===== src/logic/sparse_gather_pkg.sv =====
`default_nettype none

package sparse_gather_pkg;

	////////////////////
	// Widths
	////////////////////

	// Bits per sparsemap word
	localparam int PS_SIZE    = 8;
	localparam int SM_ADDR_W  = 6;
	// 64 words of 8 bits give at most 512 nonzeros
	localparam int VAL_ADDR_W = 10;

	localparam int BIT_IDX_W  = $clog2(PS_SIZE);
	localparam int RANK_W     = $clog2(PS_SIZE) + 1;
	localparam int ELEM_POS_W = SM_ADDR_W + BIT_IDX_W;

	typedef logic [PS_SIZE-1:0]    sm_word_t;
	typedef logic [BIT_IDX_W-1:0]  bit_idx_t;
	typedef logic [RANK_W-1:0]     rank_t;
	typedef logic [SM_ADDR_W-1:0]  sm_addr_t;
	typedef logic [VAL_ADDR_W-1:0] val_addr_t;
	typedef logic [ELEM_POS_W-1:0] elem_pos_t;

	////////////////////
	// Bundles
	////////////////////

	typedef struct packed {
		sm_addr_t first_addr;
		// Word count minus one
		sm_addr_t last_word;
	} chunk_cmd_t;

	typedef struct packed {
		val_addr_t val_addr;
		elem_pos_t pos;
	} gather_elem_t;

	typedef enum logic [2:0] {
		IDLE,
		FETCH,
		LOAD,
		SCAN,
		EMIT,
		EMIT_WAIT,
		DONE
	} seq_state_t;

endpackage

`default_nettype wire


===== src/logic/chunk_sequencer.sv =====
`timescale 1ns/1ps
`default_nettype none

module chunk_sequencer
	import sparse_gather_pkg::*;
(
	input  logic         clk_i,
	input  logic         rst_i,

	input  logic         cmd_req_i,
	input  chunk_cmd_t   cmd_i,
	output logic         cmd_ack_o,

	output logic         sm_rd_o,
	output sm_addr_t     sm_addr_o,
	input  sm_word_t     sm_data_i,

	output logic         load_o,
	output logic         advance_o,
	output sm_word_t     word_o,
	input  logic         empty_i,
	input  bit_idx_t     bit_i,
	input  val_addr_t    val_addr_i,

	output logic         base_clr_o,
	output logic         base_add_o,

	output logic         elem_req_o,
	output gather_elem_t elem_o,
	input  logic         elem_ack_i
);

	seq_state_t   state_r;
	seq_state_t   state_n;

	chunk_cmd_t   cmd_r;
	sm_addr_t     word_idx_r;
	sm_word_t     word_r;
	gather_elem_t elem_r;
	elem_pos_t    pos_w;

	logic         cmd_ack_r;
	logic         elem_req_r;
	logic         accept_w;
	logic         last_word_w;

	assign accept_w    = (state_r == IDLE) && cmd_req_i;
	assign last_word_w = (word_idx_r == cmd_r.last_word);

	// Position inside the chunk
	assign pos_w = elem_pos_t'(word_idx_r) * elem_pos_t'(PS_SIZE) + elem_pos_t'(bit_i);

	////////////////////
	// FSM
	////////////////////

	always_comb begin
		state_n = state_r;
		case (state_r)
			IDLE: begin
				if (cmd_req_i) begin
					state_n = FETCH;
				end
			end
			FETCH: state_n = LOAD;
			LOAD:  state_n = SCAN;
			SCAN: begin
				if (!empty_i) begin
					state_n = EMIT;
				end
				else if (last_word_w) begin
					state_n = DONE;
				end
				else begin
					state_n = FETCH;
				end
			end
			EMIT: begin
				if (elem_ack_i) begin
					state_n = EMIT_WAIT;
				end
			end
			// Four-phase return to zero
			EMIT_WAIT: begin
				if (!elem_ack_i) begin
					state_n = SCAN;
				end
			end
			DONE: begin
				if (!cmd_req_i) begin
					state_n = IDLE;
				end
			end
			default: state_n = IDLE;
		endcase
	end

	always_ff @(posedge clk_i) begin
		if (rst_i) begin
			state_r    <= IDLE;
			word_idx_r <= '0;
			cmd_ack_r  <= 1'b0;
			elem_req_r <= 1'b0;
		end
		else begin
			state_r <= state_n;
			if (accept_w) begin
				word_idx_r <= '0;
			end
			else if (state_r == SCAN && empty_i && !last_word_w) begin
				word_idx_r <= word_idx_r + sm_addr_t'(1);
			end
			// Ack rises on entry to DONE and falls when the requester lets go
			if (state_r == SCAN && empty_i && last_word_w) begin
				cmd_ack_r <= 1'b1;
			end
			else if (state_r == DONE && !cmd_req_i) begin
				cmd_ack_r <= 1'b0;
			end
			if (state_r == SCAN && !empty_i) begin
				elem_req_r <= 1'b1;
			end
			else if (state_r == EMIT && elem_ack_i) begin
				elem_req_r <= 1'b0;
			end
		end
	end

	// Payload registers
	always_ff @(posedge clk_i) begin
		if (accept_w) begin
			cmd_r <= cmd_i;
		end
		if (state_r == LOAD) begin
			word_r <= sm_data_i;
		end
		if (state_r == SCAN && !empty_i) begin
			elem_r <= '{val_addr: val_addr_i, pos: pos_w};
		end
	end

	////////////////////
	// Outputs
	////////////////////

	assign cmd_ack_o  = cmd_ack_r;
	assign sm_rd_o    = (state_r == FETCH);
	assign sm_addr_o  = cmd_r.first_addr + word_idx_r;
	assign load_o     = (state_r == LOAD);
	assign advance_o  = (state_r == SCAN) && !empty_i;
	assign word_o     = word_r;
	assign base_clr_o = accept_w;
	// Word fully consumed
	assign base_add_o = (state_r == SCAN) && empty_i;
	assign elem_req_o = elem_req_r;
	assign elem_o     = elem_r;

	a_elem_stable: assert property (
		@(posedge clk_i) disable iff (rst_i)
		(elem_req_o && !elem_ack_i) |=> (elem_req_o && $stable(elem_o))
	);

	a_ack_only_in_done: assert property (
		@(posedge clk_i) disable iff (rst_i)
		cmd_ack_o |-> (state_r == DONE)
	);

endmodule

`default_nettype wire


===== src/logic/ifm_gather_top.sv =====
`timescale 1ns/1ps
`default_nettype none

module ifm_gather_top
	import sparse_gather_pkg::*;
(
	input  logic         clk_i,
	input  logic         rst_i,

	input  logic         cmd_req_i,
	input  chunk_cmd_t   cmd_i,
	output logic         cmd_ack_o,

	output logic         sm_rd_o,
	output sm_addr_t     sm_addr_o,
	input  sm_word_t     sm_data_i,

	output logic         elem_req_o,
	output gather_elem_t elem_o,
	input  logic         elem_ack_i
);

	logic      load;
	logic      advance;
	logic      word_done;
	logic      base_clr;
	logic      base_add;
	sm_word_t  word;
	bit_idx_t  bit_idx;
	val_addr_t val_addr;

	chunk_sequencer u_sequencer (
		.clk_i      (clk_i),
		.rst_i      (rst_i),
		.cmd_req_i  (cmd_req_i),
		.cmd_i      (cmd_i),
		.cmd_ack_o  (cmd_ack_o),
		.sm_rd_o    (sm_rd_o),
		.sm_addr_o  (sm_addr_o),
		.sm_data_i  (sm_data_i),
		.load_o     (load),
		.advance_o  (advance),
		.word_o     (word),
		.empty_i    (word_done),
		.bit_i      (bit_idx),
		.val_addr_i (val_addr),
		.base_clr_o (base_clr),
		.base_add_o (base_add),
		.elem_req_o (elem_req_o),
		.elem_o     (elem_o),
		.elem_ack_i (elem_ack_i)
	);

	// Loads straight from the memory port in LOAD
	nonzero_scanner u_scanner (
		.clk_i     (clk_i),
		.rst_i     (rst_i),
		.load_i    (load),
		.advance_i (advance),
		.word_i    (sm_data_i),
		.bit_o     (bit_idx),
		.empty_o   (word_done)
	);

	ifm_input_sel u_input_sel (
		.clk_i      (clk_i),
		.rst_i      (rst_i),
		.base_clr_i (base_clr),
		.base_add_i (base_add),
		.word_i     (word),
		.bit_i      (bit_idx),
		.val_addr_o (val_addr)
	);

endmodule

`default_nettype wire


===== src/logic/ifm_input_sel.sv =====
`timescale 1ns/1ps
`default_nettype none

module ifm_input_sel
	import sparse_gather_pkg::*;
(
	input  logic      clk_i,
	input  logic      rst_i,
	input  logic      base_clr_i,
	input  logic      base_add_i,
	input  sm_word_t  word_i,
	input  bit_idx_t  bit_i,
	output val_addr_t val_addr_o
);

	rank_t rank_w [PS_SIZE];
	rank_t total_w;

	// Value memory offset of the current word's first nonzero
	val_addr_t base_r;

	// One bit wider to catch a wrap
	logic [VAL_ADDR_W:0] base_sum_w;

	// Full word as loaded, so the rank counts every set bit below
	sparse_prefix_sum u_prefix_sum (
		.word_i  (word_i),
		.rank_o  (rank_w),
		.total_o (total_w)
	);

	assign base_sum_w = {1'b0, base_r} + (VAL_ADDR_W + 1)'(total_w);

	////////////////////
	// Running base
	////////////////////

	// Channel padding, every chunk starts at value address 0
	always_ff @(posedge clk_i) begin
		if (rst_i) begin
			base_r <= '0;
		end
		else if (base_clr_i) begin
			base_r <= '0;
		end
		else if (base_add_i) begin
			base_r <= base_sum_w[VAL_ADDR_W-1:0];
		end
	end

	assign val_addr_o = base_r + val_addr_t'(rank_w[bit_i]);

	// A chunk never holds more nonzeros than the value memory can address
	a_base_no_wrap: assert property (
		@(posedge clk_i) disable iff (rst_i)
		(base_add_i && !base_clr_i) |-> !base_sum_w[VAL_ADDR_W]
	);

endmodule

`default_nettype wire


===== src/logic/nonzero_scanner.sv =====
`timescale 1ns/1ps
`default_nettype none

module nonzero_scanner
	import sparse_gather_pkg::*;
(
	input  logic     clk_i,
	input  logic     rst_i,
	input  logic     load_i,
	input  logic     advance_i,
	input  sm_word_t word_i,
	output bit_idx_t bit_o,
	output logic     empty_o
);

	// Bits of the current word not yet visited
	sm_word_t mask_r;

	always_ff @(posedge clk_i) begin
		if (rst_i) begin
			mask_r <= '0;
		end
		else if (load_i) begin
			mask_r <= word_i;
		end
		else if (advance_i) begin
			// Drops the lowest set bit
			mask_r <= mask_r & (mask_r - sm_word_t'(1));
		end
	end

	////////////////////
	// Lowest set bit
	////////////////////

	always_comb begin
		bit_o = '0;
		// Scan downward so the lowest hit wins
		for (int i = PS_SIZE - 1; i >= 0; i--) begin
			if (mask_r[i]) begin
				bit_o = bit_idx_t'(i);
			end
		end
	end

	assign empty_o = (mask_r == '0);

	// Sequencer only advances on a live bit
	a_no_advance_when_empty: assert property (
		@(posedge clk_i) disable iff (rst_i)
		advance_i |-> !empty_o
	);

endmodule

`default_nettype wire


===== src/logic/sparse_prefix_sum.sv =====
`timescale 1ns/1ps
`default_nettype none

module sparse_prefix_sum
	import sparse_gather_pkg::*;
(
	input  sm_word_t word_i,
	output rank_t    rank_o [PS_SIZE],
	output rank_t    total_o
);

	// Running count chain, one adder per bit
	rank_t chain_w [PS_SIZE+1];

	always_comb begin
		chain_w[0] = '0;
		for (int k = 0; k < PS_SIZE; k++) begin
			chain_w[k+1] = chain_w[k] + rank_t'(word_i[k]);
		end
	end

	// Exclusive count, bit k sees only the bits below it
	always_comb begin
		for (int k = 0; k < PS_SIZE; k++) begin
			rank_o[k] = chain_w[k];
		end
	end

	assign total_o = chain_w[PS_SIZE];

endmodule

`default_nettype wire


===== config.mk =====
export PLATFORM = sky130hd
export DESIGN_NAME = ifm_gather_top
export DESIGN_NICKNAME = d
export VERILOG_FILES = /design/src/logic/sparse_gather_pkg.sv /design/src/logic/chunk_sequencer.sv /design/src/logic/ifm_gather_top.sv /design/src/logic/ifm_input_sel.sv /design/src/logic/nonzero_scanner.sv /design/src/logic/sparse_prefix_sum.sv
export SDC_FILE = /design/constraint.sdc
export NUM_CORES = 1
export LEC_CHECK = 0
export BUFFER_PORTS_ARGS = -buffer_cell sky130_fd_sc_hd__buf_4
export CORE_MARGIN = 5
export CORE_UTILIZATION = 55
export CTS_BUF_LIST = sky130_fd_sc_hd__clkbuf_16
export DETAILED_ROUTE_END_ITERATION = 8
export GPL_ROUTABILITY_DRIVEN = 0
export HOLD_SLACK_MARGIN = 0.15
export PLACE_DENSITY = 0.83
export SYNTH_ARGS = -nofsm -noshare
export SYNTH_HDL_FRONTEND = slang
export SYNTH_SLANG_ARGS = --single-unit

===== constraint.sdc =====
create_clock -name clk_i -period 5.95 [get_ports clk_i]
set_clock_uncertainty 0.1 [all_clocks]
set_input_delay 0.2975 -clock clk_i [delete_from_list [all_inputs] [get_ports clk_i]]
set_output_delay 0.2975 -clock clk_i [all_outputs]
set_load 0.02 [all_outputs]

==> results_dict.tcl <==
set metrics [dict create \
    synth-edff-count 39 \
    cts_htree_levels 3 \
    slew_headroom_pct 39.0 \
    rsz0062_at_grt "no" \
    fin_ws_ps 1220 \
    cts.clk_slew.worst_paths_ps 60 \
    ir_drop_v 0.000234 \
    synth-seq-cells 68 \
    pin_count 52 \
    num_vias 2945 \
    yosys_most_used_dff "edfxtp_1" \
    fin_setup_tns_ps 0 \
    dp_cells 482 \
    fmax_mhz 211 \
    num-nets-final 488 \
    fp.coreArea_sq_um 6720 \
    grt_pass1_vias 2959 \
    async_flop_share_pct 0 \
    period_share_pct 79.5 \
    grt_pass1_wl_um 13900 \
    wl_um 8190 \
    finalHoldViolations 0 \
    ys_seq_area_share_pct 46.6 \
    postRouteAntennaNets 0 \
    dieHeight_um 92.7 \
    clk_path_buf_depth 2 \
    drtIter0Drc 198 \
    ys_top_cells_by_area "edfxtp_1 31%, dfxtp_1 15%, ha_1 8.7%" \
    grt_max_degree 17 \
    finalCriticalPeriod_ps 4730 \
    crit_required_ps 6070 \
    status "completed" \
    die_x_um 92.7 \
    seq_area_sq_um 1750 \
    clock_latency_ps 330 \
    clock-sinks 68 \
    yosys_warnings 0 \
    cp.arrival_ps 4850 \
    setup_viol 0 \
    dpl_cell_area_sq_um 4230 \
    max-cap-violations 0 \
    drcViolationCount 0 \
    holdBufCountCts 21 \
    n_antenna_cell 0 \
    pwr_density_cell_nw_per_um2 312 \
    overflow 0 \
    post_cts.repair.setup_buffers 0 \
    hpwl_um 5590 \
    initial_core_util_pct 55.9 \
    drv_slew 0 \
    antenna_found_initial 0 \
    cts_resized 0 \
    final_cell_area_sq_um 4780 \
    cp_max_fo 5 \
    numCtsBuffers 9 \
    tightest_slew_ps 915 \
    setup.worst_path.class "reg -> reg" \
    io_buffer_count 51 \
    p_total_w 0.00149 \
    drive_gt1_share_pct 18.2 \
    synthCells 359 \
    tritoncts "built" \
    drt-vias-per-instance 5.67 \
    synth_area_sq_um 3760 \
    fill_cells 473 \
    area_delta_synth_final_pct 27.2 \
    hold_class "in -> reg" \
    first_pass_iters 4 \
    power_leakage_nw 1.95 \
    syn_nets 413 \
    startpoint_type "flip-flop" \
    layoutNonFillerInstCount 519 \
    synth.distinct_cells 53 \
    die-area_sq_um 8590 \
    worstSetupEndpointType "flip-flop" \
    multiInputGateArea_sq_um 1930 \
    netlist.area_leader.share_pct 31.2 \
    track_usage_pct 20.6 \
    dp_slack_ps 1210 \
    synth_area_per_cell_sq_um 10.5 \
    yosysTopAreaCell "edfxtp_1" \
    cts-root-buf "clkbuf_16" \
    wl_per_cell_um 15.8 \
    rows 30 \
]
cell usage after synthesis, types with 4 or more instances:
master    instances
a21o_1            8
a21oi_1          24
a31oi_1           6
clkbuf_1          9
dfxtp_1          29
edfxtp_1         39
fa_1              4
ha_1             26
inv_1            12
mux2i_1           4
nand2_1          32
nand2b_1          9
nand3_1           8
nand4_1           4
nor2_1           35
nor2b_1           5
nor3_1            7
o211ai_1          6
o21ai_0           5
xnor2_1          24
xor2_1           17
metrics by stage:
step / util (%) / hold WS (ps)
2_1_floorplan: - / 267
3_3_place_gp: 63.0 / 374
3_5_place_dp: 63.0 / 370
4_1_cts: 71.2 / 201
5_1_grt: 71.2 / 252
6_report: 71.2 / 215
routing by layer:
layer | GRT usage, % | wire (um) | vias to the layer above
met2 | 36.9 | 4250 | 78
li1 | - | - | 1446
met1 | 24.6 | 3390 | 1411
met4 | 8.30 | 144 | 0
met5 | 0 | 0 | -
met3 | 3.17 | 404 | 10
state kept, by name, summed over array words and instances (netlist names):
register / cells
u_input_sel.base_r: 10
u_sequencer.state_r: 3
u_sequencer.word_idx_r: 6
u_scanner.mask_r: 8
u_sequencer.word_o: 8
u_sequencer.elem_req_o: 1
u_sequencer.cmd_r: 12
u_sequencer.cmd_ack_o: 1
u_sequencer.elem_o: 19
worst paths after layout:
path,start,end,slack (ps),cells past startpoint
worst max-delay path,u_sequencer.word_o[1],u_input_sel.base_r[5],1220,17
worst max register to register,u_sequencer.word_o[1],u_input_sel.base_r[5],1220,17
worst min-delay path,cmd_req_i,u_sequencer.cmd_ack_o,220,3
worst min register to register,u_sequencer.cmd_ack_o,u_sequencer.cmd_ack_o,390,2
cells by family after synthesis:
logic type      share of synthesized area [%]
simple gates                             15.3
flops                                    46.6
compound gates                           11.3
xor+xnor                                 10.4
fa+ha+maj                                11.4
buf+inv                                  2.33
mux                                      2.66
layout by cell type, fill, tap and decap left out, drive strengths merged, types with 3 or more instances in the layout:
cell type,count
a21o,8
a21oi,24
a31oi,6
buf,53
bufinv,3
clkbuf,9
clkinv,4
dfxtp,29
dlygate4sd3,21
edfxtp,39
fa,4
ha,26
inv,13
mux2,3
mux2i,4
nand2,32
nand2b,9
nand3,8
nand3b,3
nand4,4
nor2,35
nor2b,5
nor3,7
nor4,3
o211ai,6
o21ai,5
o31a,3
or3,3
xnor2,25
xor2,18
worst max-delay path: stages (launching register included):
cell,delay (ps)
edfxtp_1,410
fa_1,540
ha_1,340
ha_1,340
ha_1,210
xnor2_1,290
xor2_2,270
ha_1,320
nand2_1,120
a211oi_1,60
a31o_2,220
a221oi_1,360
xnor2_1,110
ha_1,350
a21oi_1,110
nor3b_1,250
xnor2_1,150
nor2_1,50
where the power goes:
part	total [W]	leakage (nW)	internal (W)	switching [W]
sequential	0.000542	0.598	0.000523	0.0000186
clock	0.000609	0.171	0.000408	0.000200
combinational	0.000343	1.18	0.000153	0.000190
total	0.00149	1.95	0.00108	0.000409
final cells by class:
class	instances	share of cell area (%)
Sequential cell	68	36.6
Inverter	13	1.02
Tap cell	80	2.09
Clock inverter	7	2.43
Clock buffer	9	4.71
Multi-Input combinational cell	268	40.4
Timing Repair Buffer	74	12.7
(Power assumes the default switching activity.)
